<file path="src/board_pkg.sv">
`default_nettype none

package board_pkg;

	// GPIO pad bank
	localparam int PIN_COUNT = 12;

	// Internal reset stretch after reset2a falls
	localparam int RESET_HOLD_CYCLES = 16;
	localparam int HOLD_CNT_WIDTH = $clog2(RESET_HOLD_CYCLES + 1);
	localparam logic [HOLD_CNT_WIDTH-1:0] HOLD_CNT_DONE = HOLD_CNT_WIDTH'(RESET_HOLD_CYCLES);

	// Register map, words 4 to 15 are scratch
	localparam logic [3:0] ADDR_PIN_OUT    = 4'd0;	// Pad output values
	localparam logic [3:0] ADDR_PIN_DIR    = 4'd1;	// 1 = pad driven
	localparam logic [3:0] ADDR_PIN_IN     = 4'd2;	// Last sampled pad state
	localparam logic [3:0] ADDR_EDGE_COUNT = 4'd3;	// Pad change counter

endpackage

`default_nettype wire

</file>
<file path="src/bus_pkg.sv">
`default_nettype none

package bus_pkg;

	localparam int DATA_WIDTH = 16;
	localparam int ADDR_WIDTH = 4;
	localparam int REG_COUNT  = 1 << ADDR_WIDTH;

	// Host opcodes, 2'b11 falls back to a read
	localparam logic [1:0] OP_READ   = 2'd0;
	localparam logic [1:0] OP_WRITE  = 2'd1;
	localparam logic [1:0] OP_PINCFG = 2'd2;

	// Arbiter requester indices
	localparam logic REQ_HOST    = 1'b0;
	localparam logic REQ_SAMPLER = 1'b1;

	// Arbiter states
	localparam logic [1:0] ARB_IDLE    = 2'd0;
	localparam logic [1:0] ARB_ACCESS  = 2'd1;	// Regfile strobe cycle
	localparam logic [1:0] ARB_ACK     = 2'd2;	// Capture read data, raise ack
	localparam logic [1:0] ARB_RELEASE = 2'd3;	// Wait for req to drop

	// Four-phase master states, host port and sampler
	localparam logic [1:0] HS_IDLE = 2'd0;
	localparam logic [1:0] HS_REQ  = 2'd1;	// req high, waiting for ack
	localparam logic [1:0] HS_DROP = 2'd2;	// req low, waiting for ack low
	localparam logic [1:0] HS_DONE = 2'd3;	// Host ack high

	// Host command word, same opcode bits in both views
	typedef union packed {
		struct packed {
			logic [1:0]            opcode;
			logic [9:0]            rsvd;
			logic [ADDR_WIDTH-1:0] addr;
			logic [DATA_WIDTH-1:0] data;
		} mem;
		struct packed {
			logic [1:0]  opcode;
			logic [5:0]  rsvd;
			logic [11:0] dir_mask;	// Set bit drives the pad
			logic [11:0] out_val;
		} pin;
	} host_cmd_u;

endpackage

`default_nettype wire

</file>
<file path="src/mmio_regfile.sv">
`timescale 1ns/1ps
`default_nettype none

module mmio_regfile import board_pkg::*, bus_pkg::*;
(
	input  wire                   clock_50mhz,
	input  wire                   sys_reset_i,
	input  wire                   strobe_i,		// One cycle per access
	input  wire                   we_i,
	input  wire  [ADDR_WIDTH-1:0] addr_i,
	input  wire  [DATA_WIDTH-1:0] wdata_i,
	output logic [DATA_WIDTH-1:0] rdata_o,		// Valid the cycle after strobe
	output logic [PIN_COUNT-1:0]  pin_out_o,
	output logic [PIN_COUNT-1:0]  pin_dir_o
);

	logic [DATA_WIDTH-1:0] mem [0:REG_COUNT-1];

	// Whole map comes up zero, so the pads start released
	always_ff @(posedge clock_50mhz)
	begin
		if (sys_reset_i)
		begin
			for (int i = 0; i < REG_COUNT; i++)
			begin
				mem[i] <= '0;
			end
			rdata_o <= '0;
		end
		else if (strobe_i)
		begin
			if (we_i)
			begin
				mem[addr_i] <= wdata_i;
			end
			rdata_o <= mem[addr_i];	// Old word on a write
		end
	end

	// Low bits of words 0 and 1 go straight to the pads
	assign pin_out_o = mem[ADDR_PIN_OUT][PIN_COUNT-1:0];
	assign pin_dir_o = mem[ADDR_PIN_DIR][PIN_COUNT-1:0];

endmodule

`default_nettype wire

</file>
<file path="config.mk">
export PLATFORM = sky130hd
export DESIGN_NAME = mmio_regfile
export DESIGN_NICKNAME = d
export VERILOG_FILES = /design/src/board_pkg.sv /design/src/bus_pkg.sv /design/src/mmio_regfile.sv
export SDC_FILE = /design/constraint.sdc
export NUM_CORES = 1
export LEC_CHECK = 0
export BUFFER_PORTS_ARGS = -buffer_cell sky130_fd_sc_hd__clkbuf_2
export CORE_ASPECT_RATIO = 0.9
export CORE_MARGIN = 5
export CORE_UTILIZATION = 40
export CTS_CLUSTER_SIZE = 10
export DETAILED_ROUTE_END_ITERATION = 6
export GPL_TIMING_DRIVEN = 1
export PLACE_DENSITY_LB_ADDON = 0.2
export SYNTH_ARGS = -nofsm -noshare
export SYNTH_HDL_FRONTEND = slang
export SYNTH_SLANG_ARGS = --single-unit
</file>
<file path="constraint.sdc">
create_clock -name clock_50mhz -period 2.8 [get_ports clock_50mhz]
set_clock_uncertainty 0.2 [all_clocks]
set_input_delay 0.56 -clock clock_50mhz [delete_from_list [all_inputs] [get_ports clock_50mhz]]
set_output_delay 0.56 -clock clock_50mhz [all_outputs]
set_load 0.01 [all_outputs]
</file>
# == Yosys cells after proc, flatten, opt, wreduce, memory -nomap -nowiden ==
# Memories as Yosys holds them, arrays and structs flattened. A register that Yosys moved wholly into a read port is not among the register bits.
# Index checks and enable logic that the tools add are counted.
# op_classes
muxes,9
reduce_logical,1
# ops
operator,n
two-way mux 16 bit,1
OR reduction 16 bit,1
two-way mux 1 bit,7
two-way mux 4 bit,1
# totals
regBits,0
ram_bits,256
inputBits,24
output_inout_bits,40
elab_cells,11
memories,1
# memory_table
name,words,width,rd,rd_ports_with_merged_regs,wr,line,rtl
mem,16,16,3,1,16,mmio_regfile.sv:17,logic [DATA_WIDTH-1:0] mem [0:REG_COUNT-1];

# == Logic depth before layout (Yosys ltp) ==
# depth
depth_word,6
mapped_depth,7
depth_no_buf,4

# == Worst setup path after synthesis ==
# OpenSTA, ideal clock, no wires.
# synth_timing
path_type,input-to-reg
startpoint,input addr_i[1]
endpoint,memory mem[3][0] (enable)
setup_ns,0.334
arrival_time_ns,1.662
required_ns,2.266
slack_ns,0.604
stages,5
path_buffers,1
cell_sequence,buf_4 > and3b_1 > nand3_2 > nor3_2 > or2_2
# synth_rtl
item,line,rtl
from (decl),mmio_regfile.sv:10,"input wire [ADDR_WIDTH-1:0] addr_i,"
to (decl),mmio_regfile.sv:17,

==> metrics.cfg <==
[power_and_ir_drop]
clkPwrFrac_pct=40.4
p_leak_nw=5.19
switching_share_pct=22.6
seqPwrFrac_pct=52.1
p_per_area_nw_per_um2=653
comb_power_share_pct=7.5
fin_total_pwr_mw=9.10
peakVddDrop_mv=0.460
p_int_mw=7.04
p_switching_mw=2.06

[floorplanning]
core_area_sq_um=30900
die_x_microns=196
die_h_microns=178
fp.dieArea_sq_um=34900
ioPinCount=64
start_util_pct=40.5
row_count=61

[synth]
synth_seq_cells=272
synth-simple-area-share_pct=17.3
synthMuxAreaShare_pct=10.6
syn_inst=910
yosys_most_used_dff=edfxtp_1
seq_area_frac_synth_pct=64.0
synthXorXnorAreaFrac_pct=0
yosys-top-cells-area=edfxtp_1, and2_1, mux2i_1, mux4_2, dfxtp_1
netlist_area_sq_um=12500
async_reset_ff_share_pct=0
synth_top_area_share_pct=61.4
synth.most_common_cell=and2_1
synth-compound-area-share_pct=3.84
yosysTopAreaCell=edfxtp_1
synthTopCellsByCount=and2_1, edfxtp_1, mux2i_1, clkbuf_1, nor2_1
synth_top_family_by_area=simple AND/OR/NAND/NOR gates
postSynthAreaPerCell_sq_um=13.8
ys_types=29
synth-edff-count=256
synthAdderAreaFrac_pct=0
synth_nets=934
yosys_warnings=0

[drt]
totalWireLength_microns=30500
drt_first_iter_violations=677
drc=0
vias_per_cell=5.18
vias=7118
dr.pass1.iters=4
ant_nets=0
wl_per_cell_microns=22.2

[worst_setup_path]
worstPathArrival_ns=2.04
critical_path_required_ns=2.80
path_buf_inv=1
end_kind=flip-flop
slowest_delay_ns=0.48
critPathSlowestCell=or2_2
cp_cell_sequence=clkbuf_2, and3b_1, nand3_2, nor2_2, or2_2
cpLargestDelayFamily=simple AND/OR/NAND/NOR gates
critPathLaunchType=input pin
crit_fanout=17
path_class=input pin to flip-flop

[finish]
final_cells=1374
drive_gt1_share_pct=17.7
fillCellCount=2843
diodes=0
area_growth_pct=11.4
nets=965

[cts]
root_buffer=clkbuf_16
insertion_delay_ns=0.55
htree_levels=1
numClockSinks=272
ctsResizeCount=0
cts_hold_buf=0
cts_buffers=31
clkSlewWorstSetupHoldPaths_ns=0.05
cts_tree=done
clockBufferDepth=3
post-cts-setup-buffers=0

[placed_design]
dp_slack_ns=0.185
port_buffers=63
detailed_place_hpwl_microns=19700
dp.cells=1317
gp_congestion=0.751

[timing]
fin_crit_sh_pct=72.8
fmax_ghz=0.490
fin_crit_ns=2.04
setup_ws_ns=0.761
hold_viol=0
rsz0062_at_grt=no
setup_violations=0
slew_headroom_pct=51.6
drv_slew=0
fin_setup_tns_ns=0
tightestPinTransition_ns=0.726

[outcome]
status=complete, no violations

[hold_path]
hp-class=flip-flop to flip-flop

[grt]
grt_usage_pct=17.3
grt-ovfl-total=0
grt_pass1_wl_microns=45800
grt_pass1_vias=7061
grt_antenna_before_repair=2
grt_max_degree=65

[flow_run]
maxCapViolCount=0

worst register-to-register path, stage by stage (launching register included):
cell	delay, ns
edfxtp_1	0.37
mux4_2	0.51
a2bb2oi_1	0.17
nand3_1	0.18
a311oi_1	0.11
cell type report:
type | count | area [sq um] | area share [%]
multi-input combinational | 544 | 3970 | 28.5
clock buffer | 56 | 900 | 6.45
tap | 409 | 512 | 3.67
sequential | 272 | 8010 | 57.4
clock inverter | 1 | 8.76 | 0.0628
timing repair buffer | 92 | 548 | 3.93
power by group through the flow:
stage	clock (mW)	sequential (mW)	combinational, mW
2_1_floorplan	0	4.80	0.448
3_3_place_gp	0	4.82	0.681
3_5_place_dp	0	4.83	0.687
4_1_cts	3.74	4.74	0.688
5_1_grt	3.92	4.76	0.731
6_report	3.68	4.74	0.679
state kept, by name (all words and copies together), names as in the netlist:
register  flops
rdata_o      16
mem         256
metal layers:
layer / vias to the layer above / global-route usage (%) / part of all wire, %
met5: - / 0 / 0
met1: 3578 / 26.4 / 48
li1: 3326 / - / -
met4: 0 / 3.23 / 1.6
met2: 178 / 26.8 / 45
met3: 36 / 2.35 / 5.2
worst paths after layout:
kind / startpoint / endpoint / slack (ns) / cells after the start
worst max-delay path: sys_reset_i / mem[7][14] / 0.76 / 5
worst min-delay path: rdata_o[8] / rdata_o[8] / 0.30 / 2
worst max register to register: mem[14][4] / rdata_o[4] / 1.15 / 4
worst min register to register: rdata_o[8] / rdata_o[8] / 0.30 / 2
stage by stage:
stage	hold slack [ns]	area, sq um	utilization, %
after floorplan	0.303	12500	-
after CTS	0.300	13900	45.1
after global placement	0.285	13000	42.2
after global routing	0.312	13900	45.1
final	0.297	13900	45.1
after detailed placement	0.294	13000	42.2
cell families after synthesis:
group	after synthesis
AOI/OAI and AO/OA	64
buffers and inverters	94
DFF	272
muxes	112
and+or+nand+nor	368
cell usage in the layout, fill, tap and decap left out:
master | synthesis | layout
a2bb2oi_1 | 16 | 16
a311oi_1 | 16 | 16
and2_1 | 257 | 257
and3b_1 | 1 | 1
buf_12 | 0 | 1
buf_2 | 8 | 1
buf_4 | 34 | 29
clkbuf_1 | 43 | 22
clkbuf_16 | 0 | 31
clkbuf_2 | 2 | 61
clkbuf_8 | 0 | 3
dfxtp_1 | 16 | 16
edfxtp_1 | 256 | 256
inv_6 | 0 | 1
mux2i_1 | 96 | 96
mux4_2 | 16 | 16
nand2_1 | 18 | 18
nand2_2 | 1 | 1
nand2b_1 | 2 | 2
nand3_1 | 17 | 17
nand3_2 | 1 | 1
nand3b_1 | 1 | 1
nor2_1 | 39 | 39
nor2_2 | 5 | 5
nor2b_1 | 2 | 2
nor3_2 | 4 | 4
nor3b_2 | 1 | 1
o22ai_1 | 32 | 32
or2_2 | 16 | 16
or3_1 | 1 | 1
or3b_1 | 2 | 2
Power figures use the tool's default switching activity.
