### src/board_pkg.sv
`default_nettype none

package board_pkg;

	// GPIO pad bank
	localparam int PIN_COUNT = 12;

	// Internal reset stretch after reset2a falls
	localparam int RESET_HOLD_CYCLES = 16;
	localparam int HOLD_CNT_WIDTH = $clog2(RESET_HOLD_CYCLES + 1);
	localparam logic [HOLD_CNT_WIDTH-1:0] HOLD_CNT_DONE = HOLD_CNT_WIDTH'(RESET_HOLD_CYCLES);

	// Register map, words 4 to 15 are scratch
	localparam logic [3:0] ADDR_PIN_OUT    = 4'd0;	// Pad output values
	localparam logic [3:0] ADDR_PIN_DIR    = 4'd1;	// 1 = pad driven
	localparam logic [3:0] ADDR_PIN_IN     = 4'd2;	// Last sampled pad state
	localparam logic [3:0] ADDR_EDGE_COUNT = 4'd3;	// Pad change counter

endpackage

`default_nettype wire

### src/bus_pkg.sv
`default_nettype none

package bus_pkg;

	localparam int DATA_WIDTH = 16;
	localparam int ADDR_WIDTH = 4;
	localparam int REG_COUNT  = 1 << ADDR_WIDTH;

	// Host opcodes, 2'b11 falls back to a read
	localparam logic [1:0] OP_READ   = 2'd0;
	localparam logic [1:0] OP_WRITE  = 2'd1;
	localparam logic [1:0] OP_PINCFG = 2'd2;

	// Arbiter requester indices
	localparam logic REQ_HOST    = 1'b0;
	localparam logic REQ_SAMPLER = 1'b1;

	// Arbiter states
	localparam logic [1:0] ARB_IDLE    = 2'd0;
	localparam logic [1:0] ARB_ACCESS  = 2'd1;	// Regfile strobe cycle
	localparam logic [1:0] ARB_ACK     = 2'd2;	// Capture read data, raise ack
	localparam logic [1:0] ARB_RELEASE = 2'd3;	// Wait for req to drop

	// Four-phase master states, host port and sampler
	localparam logic [1:0] HS_IDLE = 2'd0;
	localparam logic [1:0] HS_REQ  = 2'd1;	// req high, waiting for ack
	localparam logic [1:0] HS_DROP = 2'd2;	// req low, waiting for ack low
	localparam logic [1:0] HS_DONE = 2'd3;	// Host ack high

	// Host command word, same opcode bits in both views
	typedef union packed {
		struct packed {
			logic [1:0]            opcode;
			logic [9:0]            rsvd;
			logic [ADDR_WIDTH-1:0] addr;
			logic [DATA_WIDTH-1:0] data;
		} mem;
		struct packed {
			logic [1:0]  opcode;
			logic [5:0]  rsvd;
			logic [11:0] dir_mask;	// Set bit drives the pad
			logic [11:0] out_val;
		} pin;
	} host_cmd_u;

endpackage

`default_nettype wire

### src/pin_sampler.sv
`timescale 1ns/1ps
`default_nettype none

module pin_sampler import board_pkg::*, bus_pkg::*;
(
	input  wire                   clock_50mhz,
	input  wire                   sys_reset_i,
	input  wire  [PIN_COUNT-1:0]  pins_i,		// Raw pad values
	output logic                  bus_req_o,
	output logic                  bus_we_o,
	output logic [ADDR_WIDTH-1:0] bus_addr_o,
	output logic [DATA_WIDTH-1:0] bus_wdata_o,
	input  wire                   bus_ack_i
);

	logic [PIN_COUNT-1:0]  sync1;
	logic [PIN_COUNT-1:0]  sync2;
	logic [PIN_COUNT-1:0]  last_val;	// Last state reported to the map
	logic [DATA_WIDTH-1:0] edge_cnt;
	logic [1:0]            state;
	logic                  second;		// Count write pending

	// Two-flop synchronizer, free running
	always_ff @(posedge clock_50mhz)
	begin
		sync1 <= pins_i;
		sync2 <= sync1;
	end

	assign bus_we_o    = 1'b1;	// Sampler only writes
	assign bus_addr_o  = second ? ADDR_EDGE_COUNT : ADDR_PIN_IN;
	assign bus_wdata_o = second ? edge_cnt : DATA_WIDTH'(last_val);

	always_ff @(posedge clock_50mhz)
	begin
		if (sys_reset_i)
		begin
			last_val  <= '0;
			edge_cnt  <= '0;
			second    <= 1'b0;
			bus_req_o <= 1'b0;
			state     <= HS_IDLE;
		end
		else
		begin
			case (state)
				HS_IDLE:
				begin
					// Changes during a pending write are caught here later
					if (sync2 != last_val)
					begin
						last_val  <= sync2;
						edge_cnt  <= edge_cnt + 1'b1;
						second    <= 1'b0;
						bus_req_o <= 1'b1;
						state     <= HS_REQ;
					end
				end
				HS_REQ:
				begin
					if (bus_ack_i)
					begin
						bus_req_o <= 1'b0;
						state     <= HS_DROP;
					end
				end
				default:
				begin
					if (!bus_ack_i)
					begin
						second    <= ~second;
						bus_req_o <= ~second;	// Count write follows pin write
						state     <= second ? HS_IDLE : HS_REQ;
					end
				end
			endcase
		end
	end

endmodule

`default_nettype wire

### config.mk
export PLATFORM = sky130hd
export DESIGN_NAME = pin_sampler
export DESIGN_NICKNAME = d
export VERILOG_FILES = /design/src/board_pkg.sv /design/src/bus_pkg.sv /design/src/pin_sampler.sv
export SDC_FILE = /design/constraint.sdc
export NUM_CORES = 1
export LEC_CHECK = 0
export ABC_AREA = 0
export BUFFER_PORTS_ARGS = -buffer_cell sky130_fd_sc_hd__buf_2
export CORE_UTILIZATION = 49
export CTS_BUF_LIST = sky130_fd_sc_hd__clkbuf_16
export DETAILED_ROUTE_END_ITERATION = 8
export HOLD_SLACK_MARGIN = 0.12
export PLACE_DENSITY = 0.84
export RECOVER_POWER = 50
export REMOVE_ABC_BUFFERS = 1
export SYNTH_ARGS = -nofsm -noshare
export SYNTH_HDL_FRONTEND = slang
export SYNTH_SLANG_ARGS = --single-unit
### constraint.sdc
create_clock -name clock_50mhz -period 1.6 [get_ports clock_50mhz]
set_clock_uncertainty 0.15 [all_clocks]
set_input_delay 0.16 -clock clock_50mhz [delete_from_list [all_inputs] [get_ports clock_50mhz]]
set_output_delay 0.16 -clock clock_50mhz [all_outputs]
set_load 0.005 [all_outputs]
Yosys cells after proc, flatten, opt, wreduce, memory -nomap -nowiden:

Index checks and enable logic that the tools add are counted.
W data, S select, Z words.

* bits in registers: 56
* bits in latches: 0
* RAM bits: 0
* bits in read-only memories: 0
* bits of input ports: 15
* output and inout port bits: 22
* logic and storage cells: 33
* memories kept: 0

* $add $sub $neg: 1
* $mul: 0
* divide/modulo/power cells: 0
* $lt $le $gt $ge: 0
* equal/unequal tests: 6
* shifts and indexed selects: 0
* muxes and demuxes: 13
* bitwise logic cells: 2
* reductions and logical operators: 4

Operator list (count)
* $add A16 B1 Y16 const B: 1
* $mux W16: 1
* $ne A12 B12 Y1: 1
* $mux W1: 6
* $mux W2: 3
* $reduce_and A3 Y1: 2
* $ne A2 B2 Y1 const B: 2
* $pmux W1 S2: 2
* $pmux W2 S2: 1
* $ne A3 B1 Y1 const B: 1
* $eq A2 B1 Y1 const B: 1
* $logic_not A2 Y1: 1
* $ne A2 B1 Y1 const B: 1
* $not A1 Y1: 2
* $reduce_and A2 Y1: 1

Depth between registers and ports, before layout:

* word-level depth: 3
* gate-level depth with buffers: 7
* depth with buffers taken out: 6

Worst setup path before layout:

OpenSTA, ideal clock, no wires.

* path kind: register to register
* from: reg last_val[6]
* to: reg edge_cnt[1]
* setup time: 0.132 ns
* arrival: 1.401 ns
* required time: 1.318 ns
* slack: -0.083 ns
* cell stages (with the launch flop): 8
* path buffers: 2
* clock period less this slack: 1.683 ns
* path through: dfxtp_1 > xnor2_1 > nand4_2 > o31a_1 > buf_2 > clkbuf_1 > nand2_1 > a21oi_1

* cells in the longest elaborated chain, start to end: 2

Ends and longest elaborated chain
* from (decl): RTL line pin_sampler.sv:18 `logic [PIN_COUNT-1:0] last_val;`
* from (signal assigned): RTL line pin_sampler.sv:52 `last_val <= sync2;`
* $ne A12 B12 Y1: RTL line pin_sampler.sv:50 `if (sync2 != last_val)`
* $reduce_and A2 Y1 (no line)
* to (signal assigned): RTL line pin_sampler.sv:53 `edge_cnt <= edge_cnt + 1'b1;`
* to (decl): RTL line pin_sampler.sv:19 `logic [DATA_WIDTH-1:0] edge_cnt;`

Every way passes these cells.
A chain may end at the register's enable or synchronous reset.

Worst setup path in the final report:

* from: reg last_val[0]
* to: reg last_val[10]

* cells in the longest elaborated chain, start to end: 2

Ends and longest elaborated chain (RTL line)
* $ne A12 B12 Y1: pin_sampler.sv:50
* $reduce_and A2 Y1 (no line)

Every way passes these cells.

==> flow_metrics.env <==
export IMPL_outcome="finished, violations left"
export IMPL_failed_checks="setup timing"
export IMPL_finalPower_mw=3.07
export IMPL_cp_buffers_inverters=2
export IMPL_cts_htree_levels=2
export IMPL_highest_layer="met4"
export IMPL_first_pass_iters=4
export IMPL_first_iter_violations=129
export IMPL_crit_family="compound AO/OA/AOI/OAI gates"
export IMPL_reg2reg_from="last_val[0]$_SDFFE_PP0P_"
export IMPL_cp_max_fo=6
export IMPL_whs_ps=178
export IMPL_cp_common_cell="buf_6"
export IMPL_dr_wl_met3_um=255
export IMPL_hold_path_class="flip-flop to flip-flop"
export IMPL_wl_mm=6.14
export IMPL_die_height_um=68.4
export IMPL_wl_met2_mm=3.16
export IMPL_nets=329
export IMPL_endpoint_kind="flip-flop"
export IMPL_arrival_ps=1920
export IMPL_m1WireLength_mm=2.48
export IMPL_finalSetupViolations=30
export IMPL_dpl_cell_area_um2=2640
export IMPL_viasPerCell=5.52
export IMPL_power_leakage_nw=1.37
export IMPL_r2r_slack_ps=-250
export IMPL_antenna_found_initial=0
export IMPL_syn_cell_area_um2=2160
export IMPL_setup_worst_path_class="flip-flop to flip-flop"
export IMPL_cts_sinks=55
export IMPL_synth_seq_area_share_pct=50.9
export IMPL_yosys_area_top_type="dfxtp_1"
export IMPL_diodes=0
export IMPL_endpoint="last_val[10]$_SDFFE_PP0P_"
export IMPL_hold_viol=0
export IMPL_synth_avg_cell_area_um2=9.70
export IMPL_slowest_stage="o31ai_4"
export IMPL_ios=37
export IMPL_antenna_left=0
export IMPL_num_rows=23
export IMPL_n_fill_cell=243
export IMPL_path_clk_slew_ps=70
export IMPL_cts_made_buffers=5
export IMPL_ir_drop_mv=0.926
export IMPL_die_w_um=68.4
export IMPL_ys_warn_count=0
export IMPL_grt_ovfl_total=0
export IMPL_ys_ff_latch=55
export IMPL_io_buffers=32
export IMPL_power_density_nw_per_um2=950
export IMPL_reg2regPathDepth=7
export IMPL_max_stage_delay_ps=420
export IMPL_area_growth_pct=49.4
export IMPL_fin_crit_sh_pct=116
export IMPL_clock_path_buffers=2
export IMPL_final_util_pct=78.5
export IMPL_worstSetupStartpoint="last_val[0]$_SDFFE_PP0P_"
export IMPL_initial_core_util_pct=52.5
export IMPL_fmax_ghz=0.541
export IMPL_post_dp_hpwl_mm=3.30
export IMPL_finalInstanceArea_um2=3230
export IMPL_slew_viol_final=0
export IMPL_drc=0
export IMPL_r2r_end="last_val[10]$_SDFFE_PP0P_"
export IMPL_rsz0062_at_grt="yes"
export IMPL_startpoint_type="flip-flop"
export IMPL_cp_depth=7
export IMPL_synth_top_area_share_pct=50.9
export IMPL_core_um2=4120
export IMPL_grt_max_degree=22
export IMPL_tns_ps=-4940
export IMPL_ys_types=36
export IMPL_vias=2011
export IMPL_wl_per_cell_um=16.9
export IMPL_yosys_top_cells_area="dfxtp_1, a21oi_1, mux2_2, nand2_1, xnor2_1"
export IMPL_syn_inst=223
export IMPL_critPathRequiredTime_ps=1670
export IMPL_drive_above_1_share_pct=51.0
export IMPL_grt_pass1_vias=1882
export IMPL_path_cells="xnor2_1, nand4_2, o31ai_4, buf_6, buf_6, nand2_4, a21oi_2"
export IMPL_clk_latency_ps=290
export IMPL_finalWorstSetupSlack_ps=-250
export IMPL_place_congestion=0.831
export IMPL_maxCapViolations=0
export IMPL_cts_root_buf="clkbuf_16"
export IMPL_cts_tree="yes"
export IMPL_grtUsageTotal_pct=25.1
export IMPL_grt_pass1_wl_mm=8.45
export IMPL_dieArea_um2=4680
export IMPL_fin_crit_ps=1850
## flip-flops by register name (all words and copies together), names as in the netlist
| register | cells |
|---|---|
| last_val | 12 |
| sync1 | 12 |
| second | 1 |
| state | 2 |
| edge_cnt | 16 |
| sync2 | 12 |
## layer usage
metal  track usage (%)  up-vias
met4              13.5        0
met3              5.33       20
met1              28.0      955
met5                 0        -
met2              44.2       84
li1                  -      952
## how the worst min path moves through the flow
stage	depth (start not counted)	from	slack, ps	end
after CTS	0	sync1[8]$_DFF_P_	180	sync2[8]$_DFF_P_
after global placement	1	pins_i[7]	110	sync1[7]$_DFF_P_
final	0	sync1[8]$_DFF_P_	180	sync2[8]$_DFF_P_
after floorplan	0	pins_i[0]	40	sync1[0]$_DFF_P_
after global routing	0	sync1[2]$_DFF_P_	180	sync2[2]$_DFF_P_
after detailed placement	1	pins_i[0]	110	sync1[0]$_DFF_P_
## cell usage after synthesis
cell and count:
nand3b_1 1, o31a_1 1, buf_4 6, nor2_1 6
nand2_1 31, nor4b_1 1, a31o_1 1, inv_1 1
and3_1 1, o21ai_1 7, or2_2 1, ha_1 1
nor3b_1 1, clkbuf_1 6, o31ai_1 5, nand3_1 8
and4_1 2, mux2_2 12, o21ai_0 1, dfxtp_1 55
buf_2 2, conb_1 2, nand4b_1 1, a21oi_1 28
a2111oi_0 1, nand3_2 1, o31ai_2 1, nand4_1 1
buf_6 3, o21a_1 1, or3_1 7, nand4_2 3
and2_1 5, xnor2_1 13, nand2b_1 2, or4_1 4
## report_power, final
group | total [mW] | internal, mW | switching [mW]
Clock | 1.08 | 0.587 | 0.497
Combinational | 0.487 | 0.261 | 0.226
Sequential | 1.50 | 1.44 | 0.0554
## final cells by class
| type | count | area [um^2] | share of cell area [%] |
|---|---|---|---|
| Clock buffer | 5 | 125 | 3.87 |
| Clock inverter | 3 | 21.3 | 0.658 |
| Inverter | 1 | 3.75 | 0.116 |
| Tap cell | 50 | 62.6 | 1.94 |
| Sequential cell | 55 | 1130 | 34.9 |
| Multi-Input combinational cell | 152 | 1160 | 35.9 |
| Timing Repair Buffer | 98 | 731 | 22.6 |
## stage by stage
step,setup WS (ps),instances
after floorplan,-879,208
after global placement,-98.0,335
after detailed placement,-184,335
after CTS,-156,361
after global routing,-305,364
final,-250,364
## cells by family after synthesis
logic type	share of synthesized area [%]
adders and majority gates	0.579
AOI/OAI and AO/OA	12.2
DFF	50.9
other	0.347
muxes	6.25
buffers and inverters	5.32
and+or+nand+nor	19.1
xor gates and xnor gates	5.27
## cell usage in the layout (no fill, tap or decap), types with 3 or more instances in the layout
| cell type | count |
|---|---|
| buf_4 | 42 |
| dfxtp_1 | 35 |
| buf_2 | 33 |
| nand2_1 | 27 |
| a21oi_1 | 22 |
| dfxtp_2 | 20 |
| dlygate4sd3_1 | 14 |
| mux2_2 | 12 |
| xnor2_2 | 11 |
| buf_6 | 8 |
| or3_1 | 7 |
| a21oi_2 | 6 |
| nand3_1 | 6 |
| o21ai_1 | 6 |
| and2_1 | 5 |
| clkbuf_16 | 5 |
| nor2_1 | 4 |
| conb_1 | 4 |
| o31ai_1 | 3 |
| or4_1 | 3 |
## what timing repair did
action | CTS | global route
setup buffers | 3 | 2
pin swaps | 16 | 15
gates cloned | 1 | 1
gates resized for setup | 32 | 36
endpoints found under the hold margin | 23 | 0
hold buffers | 14 | 0
setup endpoints to repair | 31 | 30
Power figures use the tool's default switching activity.
