==> config.mk <==
export PLATFORM = sky130hd
export DESIGN_NAME = reset_sequencer
export DESIGN_NICKNAME = d
export VERILOG_FILES = /design/src/board_pkg.sv /design/src/reset_sequencer.sv
export SDC_FILE = /design/constraint.sdc
export NUM_CORES = 1
export LEC_CHECK = 0
export BUFFER_PORTS_ARGS = -buffer_cell sky130_fd_sc_hd__buf_2
export CORE_AREA = 2 2 39 41
export DETAILED_ROUTE_END_ITERATION = 8
export DIE_AREA = 0 0 41 43
export PLACE_DENSITY = 0.35
export SETUP_SLACK_MARGIN = 0.4
export SLEW_MARGIN = 20
export SYNTH_ARGS = -nofsm -noshare
export SYNTH_HDL_FRONTEND = slang
export SYNTH_SLANG_ARGS = --single-unit
==> constraint.sdc <==
create_clock -name clock_50mhz -period 3.4 [get_ports clock_50mhz]
set_input_delay 0 -clock clock_50mhz [delete_from_list [all_inputs] [get_ports clock_50mhz]]
set_output_delay 0 -clock clock_50mhz [all_outputs]
set_load 0.1 [all_outputs]
==> src/board_pkg.sv <==
`default_nettype none

package board_pkg;

	// GPIO pad bank
	localparam int PIN_COUNT = 12;

	// Internal reset stretch after reset2a falls
	localparam int RESET_HOLD_CYCLES = 16;
	localparam int HOLD_CNT_WIDTH = $clog2(RESET_HOLD_CYCLES + 1);
	localparam logic [HOLD_CNT_WIDTH-1:0] HOLD_CNT_DONE = HOLD_CNT_WIDTH'(RESET_HOLD_CYCLES);

	// Register map, words 4 to 15 are scratch
	localparam logic [3:0] ADDR_PIN_OUT    = 4'd0;	// Pad output values
	localparam logic [3:0] ADDR_PIN_DIR    = 4'd1;	// 1 = pad driven
	localparam logic [3:0] ADDR_PIN_IN     = 4'd2;	// Last sampled pad state
	localparam logic [3:0] ADDR_EDGE_COUNT = 4'd3;	// Pad change counter

endpackage

`default_nettype wire

==> src/reset_sequencer.sv <==
`timescale 1ns/1ps
`default_nettype none

module reset_sequencer import board_pkg::*;
(
	input  wire  clock_50mhz,
	input  wire  reset2a,		// External reset, active high
	output logic sys_reset_o	// Stretched internal reset
);

	logic [HOLD_CNT_WIDTH-1:0] hold_cnt;	// Sanity count since release

	always_ff @(posedge clock_50mhz)
	begin
		if (reset2a)
		begin
			hold_cnt    <= '0;
			sys_reset_o <= 1'b1;
		end
		else
		begin
			// Count up once, then park at the limit
			if (hold_cnt != HOLD_CNT_DONE)
			begin
				hold_cnt <= hold_cnt + 1'b1;
			end
			sys_reset_o <= (hold_cnt != HOLD_CNT_DONE);	// Released only at the limit
		end
	end

	// External reset always reaches the core one cycle later
	a_reset_follows: assert property (
		@(posedge clock_50mhz) reset2a |=> sys_reset_o
	);

endmodule

`default_nettype wire

Word-level counts from Yosys, hierarchy flattened. Cells that the tools add are included. W data, S select, Z words.

Output and inout bits: 1. Flip-flop bits (word level): 6. Input bits: 2. Word-level logic and storage cells: 4.

$add $sub $neg: 1. Equal/unequal tests: 1.

Operators with widths (count): $add A5 B1 Y5 const B (1); $ne A5 B5 Y1 const B (1).

Longest topological paths before layout. Gate-level depths: netlist of the first run.

Word-level depth: 1. Mapped depth: 4. Gate-level depth less buffers: 4.

Worst setup path before layout of the first run. No wires, ideal clock.

Kind: reg2reg. Start point: reg hold_cnt[0]. End point: reg hold_cnt[0]. Stages on the path, launching flop included: 5. Setup slack: 2.195 ns. Data arrival time: 1.084 ns. Library setup time: 0.121 ns. Path through: dfxtp_1 -> inv_1 -> ha_1 -> and4bb_4 -> mux2_4.

Longest elaborated chain between the ends: 1.

RTL lines: from (decl) (RTL line reset_sequencer.sv:11) `logic [HOLD_CNT_WIDTH-1:0] hold_cnt;`; from (signal assigned) (RTL line reset_sequencer.sv:25) `hold_cnt <= hold_cnt + 1'b1;`; $add A5 B1 Y5 or $ne A5 B5 Y1 (tied branches) (RTL line reset_sequencer.sv:25, reset_sequencer.sv:23).

Parallel ways exist; a longest one is shown, timed or not. A chain may end at the register's enable or synchronous reset.

Worst setup path after layout of the first run. Same ends and word-level chain as after synthesis.

==> results.tsv, run 1 <==
stage	metric	value	unit
outcome	status	completed	
finish	fin_nets	39	
cts	cts_root_buf	clkbuf_4	
floorplanning	ios	3	
global_route	grt_pass1_wl	807	um
drt	drt-initial-drc-count	2	
yosys	syn_area	287	um2
yosys	synth_commonest_cells	dfxtp_1 (6), nand2b_1 (3), nor2_1 (3)	
cts	post-cts-setup-buffer-count	0	
drt	vias_per_cell	4.45	
sta	hold_viol	0	
sta	slew_violations	0	
cts	cts_tree	yes	
floorplanning	die-height	43	um
drt	firstDrtPassIters	4	
global_route	grt_use_total	0.0765	
yosys	yosys.area.top_type	dfxtp_1	
yosys	synth_cell_types	16	
drt	ant_nets	0	
floorplanning	core-area	0.00138	mm2
cts	ctsResizeCount	0	
finish	syn_to_final_growth	18.3	%
yosys	synth_top_area_share	0.419	
yosys	synth_nets	32	
worst_hold_path	hp-class	primary input to flop	
cts	clock_latency	250	ps
sta	fin_crit	1300	ps
run	drv_cap	0	
cts	ctsHoldBuffers	0	
yosys	synth-seq-cells	6	
pwr	powerDensity	460	mW/mm2
yosys	netlist_top_cells_area	dfxtp_1 (42%), ha_1 (8.7%), nand2b_1 (6.6%)	
yosys	postSynthAreaPerCell	10.2	um2
setup_path	cp_max_fo	6	
pwr	peakVddDrop	0.154	mV
sta	post-route-period-util	0.384	
floorplanning	start_util	0.207	
drt	post_drt_wl_per_cell	9.53	um
cts	cts_buffers	3	
yosys	synth-edff-count	0	
drt	via_count	218	
sta	worst_slew_pin_slew	484	ps
global_route	overflow	0	
finish	diodes	0	
cts	numClockSinks	6	
sta	rsz0062_at_grt	no	
yosys	synthFlopType	dfxtp_1	
finish	fin_util	0.245	
setup_path	arrival	1440	ps
finish	layout-drive-gt1-share	0.242	
setup_path	crit_path_start_kind	flop	
yosys	synthArstFlopShare	0	
placement	place_congestion	0.688	
yosys	yosysMostFrequentCell	dfxtp_1	
global_route	grt_max_degree	10	
cts	clk_path_buf_depth	2	
floorplanning	die_w	41	um
finish	fillCellCount	152	
cts	path_clk_slew	40	ps
global_route	grt_pass1_vias	198	
global_route	antenna_found_initial	0	
sta	clock_skew	2.53	ps
setup_path	worst-r2r-setup-slack	2100	ps
drt	post-route-drc-count	0	
floorplanning	dieArea	0.00176	mm2
setup_path	critPathKind	flop to flop	
drt	wirelength	467	um
setup_path	critical_path_required	3530	ps
yosys	yosysSeqAreaShare	0.419	
placement	place_hpwl	352	um
yosys	postSynthCellCount	28	
yosys	yosys_warnings	0	
sta	slew_headroom	0.680	
sta	clock.fmax	766	MHz
floorplanning	std_cell_rows	14	
placement	port_buffers	2	
sta	setup_violations	0	
cts	cts_max_level	1	
pwr	p_leak	0.131	nW
setup_path	crit_path_end_kind	flop	
sta	fin_tns_setup	0	ps
-- critical path: stages, from the launching register on --
cell      delay, ps
dfxtp_1         420
inv_1            70
ha_1            200
and4bb_4        210
mux2_4          290
-- per-stage QoR --
stage | total power, mW | hold WS, ps | cells | setup slack (ps) | instance area (um2)
4_1_cts | 0.159 | 26.7 | 49 | 2090 | 339
3_5_place_dp | 0.0918 | 285 | 46 | 2100 | 317
6_report | 0.156 | 30.0 | 49 | 2100 | 339
3_3_place_gp | 0.0912 | 282 | 46 | 2110 | 317
2_1_floorplan | 0.0874 | 77.4 | 28 | 2200 | 287
5_1_grt | 0.167 | 47.0 | 49 | 2050 | 339
-- sequential cells by signal, indices dropped and copies added (netlist names) --
register	cells
hold_cnt	5
sys_reset_o	1
-- cells in the final DEF, fill, tap and decap left out --
cell type	instances
nor3_1	1
and4bb_4	1
mux2_2	1
inv_1	2
ha_1	2
nor2_1	3
mux2_4	1
nand3_1	1
xnor2_1	1
nor2b_1	2
and4_1	1
dfxtp_1	6
buf_2	2
clkbuf_4	3
nand2b_1	3
mux2i_1	1
nor4_1	1
a21oi_1	1
-- final timing paths --
kind | start | to | cells after the start
worst max-delay path | hold_cnt[0] | hold_cnt[0] | 4
worst min-delay path | reset2a | hold_cnt[2] | 2
worst max register to register | hold_cnt[0] | hold_cnt[0] | 4
worst min register to register | hold_cnt[3] | hold_cnt[3] | 2
-- metal layers --
layer,track usage,part of all wire,up-vias
met5,0,0,-
met4,0.100,0.051,0
met3,0.0314,0.062,2
met2,0.0969,0.48,7
met1,0.0779,0.41,103
li1,-,-,106
-- final cells by class --
type,count,area (um2),area share
inverters,2,7.51,0.0221
flip-flops and latches,6,120,0.354
well taps,16,20.0,0.0590
multi-input cells,20,159,0.469
clock buffers,3,22.5,0.0664
repair buffers,2,10.0,0.0295
-- cells by family (layout without fill, tap and decap cells) --
family	count (synthesis)	count (layout)	share of synthesized area
fa+ha+maj	2	2	0.0873
compound gates	1	1	0.0175
flops	6	6	0.419
xor+xnor	1	1	0.0306
simple gates	13	13	0.293
buf+inv	2	7	0.0262
mux	3	3	0.127
-- where the power goes --
group          leakage, nW  internal, mW  switching [mW]
Sequential          0.0490        0.0738         0.00425
Combinational       0.0680       0.00681         0.00536
Clock               0.0138        0.0399          0.0259
(Power assumes the default switching activity.)
==> run 2, diff against run 1 <==
==> constraint.sdc (replaced) <==
create_clock -name clock_50mhz -period 1.3 [get_ports clock_50mhz]
set_input_delay 0 -clock clock_50mhz [delete_from_list [all_inputs] [get_ports clock_50mhz]]
set_output_delay 0 -clock clock_50mhz [all_outputs]
set_load 0.1 [all_outputs]
==> run 2 against run 1 <==
Non-clock buffer count grew 4. Sequential power grew to 2.6 times the previous value. Routed wire length grew 22%. Hold slack gained 8.9 ps. Fmax grew 10%. Clock skew shrank 2.1 ps. First-iteration DRC count grew to 3.5 times the previous value. Largest power group unchanged.
==> results.tsv, run 2 (synthesized netlist as in run 1, its figures left out) <==
stage	metric	value	unit
outcome	status	completed	
run	drv_cap	0	
floorplanning	die-height	43	um
sta	slew_headroom	0.816	
global_route	grt_max_degree	10	
global_route	grt_use_total	0.0916	
cts	cts_tree	yes	
sta	fin_crit	1180	ps
cts	path_clk_slew	50	ps
cts	cts_max_level	1	
sta	slew_violations	0	
global_route	grt_pass1_vias	221	
cts	cts_root_buf	clkbuf_4	
global_route	grt_pass1_wl	986	um
sta	post-route-period-util	0.909	
worst_hold_path	holdPathStages	2	
setup_path	arrival	1310	ps
drt	vias_per_cell	4.40	
drt	wl_met2	289	um
global_route	antenna_found_initial	0	
setup_path	r2r_cells	4	
floorplanning	die_w	41	um
finish	top_regs	hold_cnt: 5 flops, sys_reset_o: 1 flops	
drt	wirelength	571	um
drt	via_count	233	
setup_path	critPathKind	flop to flop	
sta	fin_tns_setup	0	ps
drt	met3_length	42	um
cts	cts_buffers	3	
drt	top_layer	met4	
finish	layout_common_cells	buf_4 (5), nor2_1 (3), nand2b_1 (3), clkbuf_4 (3), dfxtp_1 (3)	
pwr	peakVddDrop	0.369	mV
floorplanning	dieArea	0.00176	mm2
sta	clock_skew	0.467	ps
cts	clk_path_buf_depth	2	
setup_path	critPathLaunch	hold_cnt[1]	
pwr	p_leak	0.155	nW
setup_path	worst-r2r-setup-slack	120	ps
drt	ant_nets	0	
finish	top_register	hold_cnt	
finish	syn_to_final_growth	42.8	%
sta	hold_slack	38.9	ps
cts	clock_latency	240	ps
drt	drt-initial-drc-count	7	
setup_path	critical_path_required	1430	ps
floorplanning	core-area	0.00138	mm2
cts	ctsHoldBuffers	0	
placement	place_congestion	0.746	
finish	largest_reg_flops	5	
finish	fin_nets	43	
placement	port_buffers	2	
setup_path	r2r-start	hold_cnt[1]	
drt	firstDrtPassIters	6	
sta	rsz0062_at_grt	yes	
setup_path	crit_path_end_kind	flop	
worst_hold_path	min_to	hold_cnt[2]	
finish	diodes	0	
pwr	powerDensity	1080	mW/mm2
floorplanning	std_cell_rows	14	
floorplanning	start_util	0.207	
drt	post-route-drc-count	0	
drt	met1Wirelength	229	um
finish	layout-drive-gt1-share	0.568	
global_route	overflow	0	
sta	clock.fmax	846	MHz
sta	setup_violations	0	
worst_hold_path	hold_start	reset2a	
setup_path	crit_path_start_kind	flop	
sta	hold_viol	0	
worst_hold_path	hp-class	primary input to flop	
floorplanning	ios	3	
finish	final_common_cell	buf_4	
cts	numClockSinks	6	
setup_path	cp_max_fo	4	
sta	worst_slew_pin_slew	278	ps
setup_path	reg2reg_to	hold_cnt[0]	
drt	post_drt_wl_per_cell	10.8	um
-- run 2: power by group --
part | internal (mW) | switching (mW) | leakage (nW)
Combinational | 0.0329 | 0.0235 | 0.0917
Clock | 0.105 | 0.0733 | 0.0138
Sequential | 0.193 | 0.0130 | 0.0496
Total | 0.331 | 0.110 | 0.155
-- run 2: metrics by stage --
stage | cells | utilization | area (um2) | total power [mW] | setup WS, ps
2_1_floorplan | 28 | - | 290 | 0.230 | 134
3_3_place_gp | 46 | 0.231 | 320 | 0.240 | 69.9
3_5_place_dp | 46 | 0.231 | 320 | 0.242 | 55.8
4_1_cts | 52 | 0.282 | 390 | 0.439 | 121
5_1_grt | 53 | 0.296 | 409 | 0.471 | 93.1
6_report | 53 | 0.296 | 409 | 0.441 | 118
-- run 2: worst max-delay path by stage --
stage / to
after floorplan: hold_cnt[0]
final: hold_cnt[0]
after global routing: hold_cnt[0]
after global placement: hold_cnt[0]
after CTS: hold_cnt[0]
after detailed placement: hold_cnt[0]
-- run 2: routing by layer --
layer,vias to the layer above,GRT usage
li1,113,-
met2,12,0.116
met1,104,0.117
met3,4,0.0314
met4,0,0.0800
met5,-,0
-- run 2: worst max-delay path, stage by stage (launching register included) --
cell and delay, ps:
dfxtp_4 360, inv_4 60, ha_4 120, and4bb_4 240, mux2_4 290
-- run 2: repair_timing --
action	4_1_cts	5_1_grt
gates resized for setup	8	3
setup buffers	3	1
setup endpoints to repair	6	6
pin swaps	1	1
-- run 2: cell type report --
cell class / instances / area [um2]
fillers: 145 / 975
flip-flops and latches: 6 / 129
repair buffers: 6 / 42.5
inverters: 2 / 10.0
clock buffers: 3 / 22.5
well taps: 16 / 20.0
multi-input cells: 20 / 185
==> run 3, diff against run 2 <==
--- a/config.mk
+++ b/config.mk
@@ -7,6 +7,7 @@
 export LEC_CHECK = 0
 export BUFFER_PORTS_ARGS = -buffer_cell sky130_fd_sc_hd__buf_2
 export CORE_AREA = 2 2 39 41
+export CTS_BUF_LIST = sky130_fd_sc_hd__clkbuf_8
 export DETAILED_ROUTE_END_ITERATION = 8
 export DIE_AREA = 0 0 41 43
 export PLACE_DENSITY = 0.35
==> run 3 against run 2 <==
Final cell count shrank 3.8%. Worst setup slack better by 2.5 ps. Non-clock buffer count shrank 2. Critical path type unchanged. Count of clock-buffer cells in the layout is the same. Critical path depth unchanged. Highest routed layer unchanged. Largest cell class unchanged. Die area unchanged. Clock power grew 57%. Register-to-register slack about the same. Routed wire length fell by 6.8%. Hold slack gained 21 ps.
==> results.tsv, run 3 (synthesized netlist as in run 1, its figures left out) <==
stage	metric	value	unit
outcome	status	completed	
floorplanning	std_cell_rows	14	
drt	firstDrtPassIters	1	
cts	cts_tree	yes	
setup_path	crit_path_end_kind	flop	
finish	diodes	0	
drt	drt-initial-drc-count	0	
global_route	grt_use_met2	0.109	
pwr	switching_power	0.114	mW
global_route	use_met3	0.0157	
global_route	grt_pass1_wl	931	um
setup_path	critPathKind	flop to flop	
setup_path	path_cells	inv_2 > ha_4 > and4bb_4 > mux2_4	
finish	layout-drive-gt1-share	0.543	
floorplanning	ios	3	
sta	clock.fmax	848	MHz
finish	fin_nets	41	
finish	syn_to_final_growth	42.4	%
cts	clk_path_buf_depth	2	
global_route	grtUsageMet1	0.114	
sta	fin_tns_setup	0	ps
sta	rsz0062_at_grt	yes	
setup_path	cp_slowest_cell	dfxtp_4	
setup_path	crit_path_start_kind	flop	
finish	top_regs	hold_cnt: 5 flops, sys_reset_o: 1 flops	
global_route	antenna_found_initial	0	
sta	post-route-period-util	0.907	
global_route	grt_pass1_vias	208	
cts	numClockSinks	6	
floorplanning	die-height	43	um
setup_path	cp_max_fo	6	
run	drv_cap	0	
pwr	powerDensity	1310	mW/mm2
drt	via_count	210	
placement	port_buffers	2	
floorplanning	dieArea	0.00176	mm2
placement	place_area	320	um2
finish	instances_no_fill	51	
placement	post-place-ws	55.8	ps
finish	layout_common_cells	nor2_1 (3), nand2b_1 (3), clkbuf_8 (3), dfxtp_1 (3), buf_4 (3)	
setup_path	max_stage_delay	350	ps
floorplanning	core-area	0.00138	mm2
setup_path	arrival	1280	ps
pwr	pwr-share-comb	0.091	
sta	fin_crit	1180	ps
pwr	seq_power_share	0.385	
finish	final_cell_area	408	um2
pwr	p_leak	0.152	nW
pwr	clkPwrFrac	0.524	
floorplanning	start_util	0.207	
floorplanning	die_w	41	um
sta	slew_violations	0	
sta	layout_setup_ws	120	ps
setup_path	critical_path_required	1410	ps
cts	clock_latency	220	ps
sta	clock_skew	2.33	ps
finish	largest_reg_flops	5	
pwr	peakVddDrop	0.505	mV
cts	cts_buffers	3	
finish	top_register	hold_cnt	
cts	cts_root_buf	clkbuf_8	
drt	wirelength	532	um
cts	ctsHoldBuffers	0	
sta	setup_violations	0	
worst_hold_path	hp-class	primary input to flop	
cts	path_clk_slew	40	ps
pwr	p_sw_frac	0.213	
global_route	overflow	0	
pwr	internal_power	0.420	mW
global_route	grt_max_degree	10	
global_route	grt_use_total	0.0856	
drt	post-route-drc-count	0	
placement	dp.cells	46	
sta	worst_slew_pin_slew	278	ps
drt	ant_nets	0	
sta	slew_headroom	0.816	
cts	cts_max_level	1	
global_route	gr-max-usage-layer	met1	
drt	post_drt_wl_per_cell	10.4	um
drt	vias_per_cell	4.12	
placement	place_congestion	0.746	
sta	hold_viol	0	
sta	hold_slack	60.3	ps
## run 3: power by group through the flow
stage               Clock [mW]  Combinational (mW)  Sequential [mW]
finish                   0.280              0.0486            0.205
CTS                      0.288              0.0481            0.206
global placement             0              0.0316            0.208
global route             0.299              0.0574            0.208
detailed placement           0              0.0338            0.209
floorplan                    0              0.0248            0.205
## run 3: routing by layer
layer / vias to the layer above / share of wire
li1: 109 / -
met1: 93 / 0.43
met2: 6 / 0.49
met3: 2 / 0.049
met4: 0 / 0.028
met5: - / 0
## run 3: worst max-delay path, delay by kind of cell, from the launching register on
| family | cells | cell delay, ps |
|---|---|---|
| mux | 1 | 290 |
| fa+ha+maj | 1 | 120 |
| buf+inv | 1 | 60 |
| flops | 1 | 350 |
| simple gates | 1 | 240 |
## run 3: path summary, 6_finish.rpt
kind	start	end	slack (ps)	cells past startpoint
setup / recovery	hold_cnt[0]	hold_cnt[0]	120	4
hold / removal	reset2a	hold_cnt[2]	60	2
setup reg to reg	hold_cnt[0]	hold_cnt[0]	120	4
hold reg to reg	hold_cnt[1]	hold_cnt[1]	500	2
## run 3: final cells by class
cell class / count / area [um2]
clock buffers: 3 / 41.3
fillers: 144 / 976
inverters: 2 / 7.51
multi-input cells: 20 / 185
flip-flops and latches: 6 / 126
well taps: 16 / 20.0
repair buffers: 4 / 27.5
## run 3: repair_timing
item | in CTS | in global routing
setup buffers | 2 | 0
endpoints found under the setup margin | 6 | 6
gates resized for setup | 8 | 1
pin swaps | 1 | 1
## run 3: stage by stage
step | utilization | power (mW)
final | 0.295 | 0.534
after global routing | 0.295 | 0.564
after CTS | 0.290 | 0.541
after detailed placement | 0.231 | 0.242
after global placement | 0.231 | 0.240
after floorplan | - | 0.230
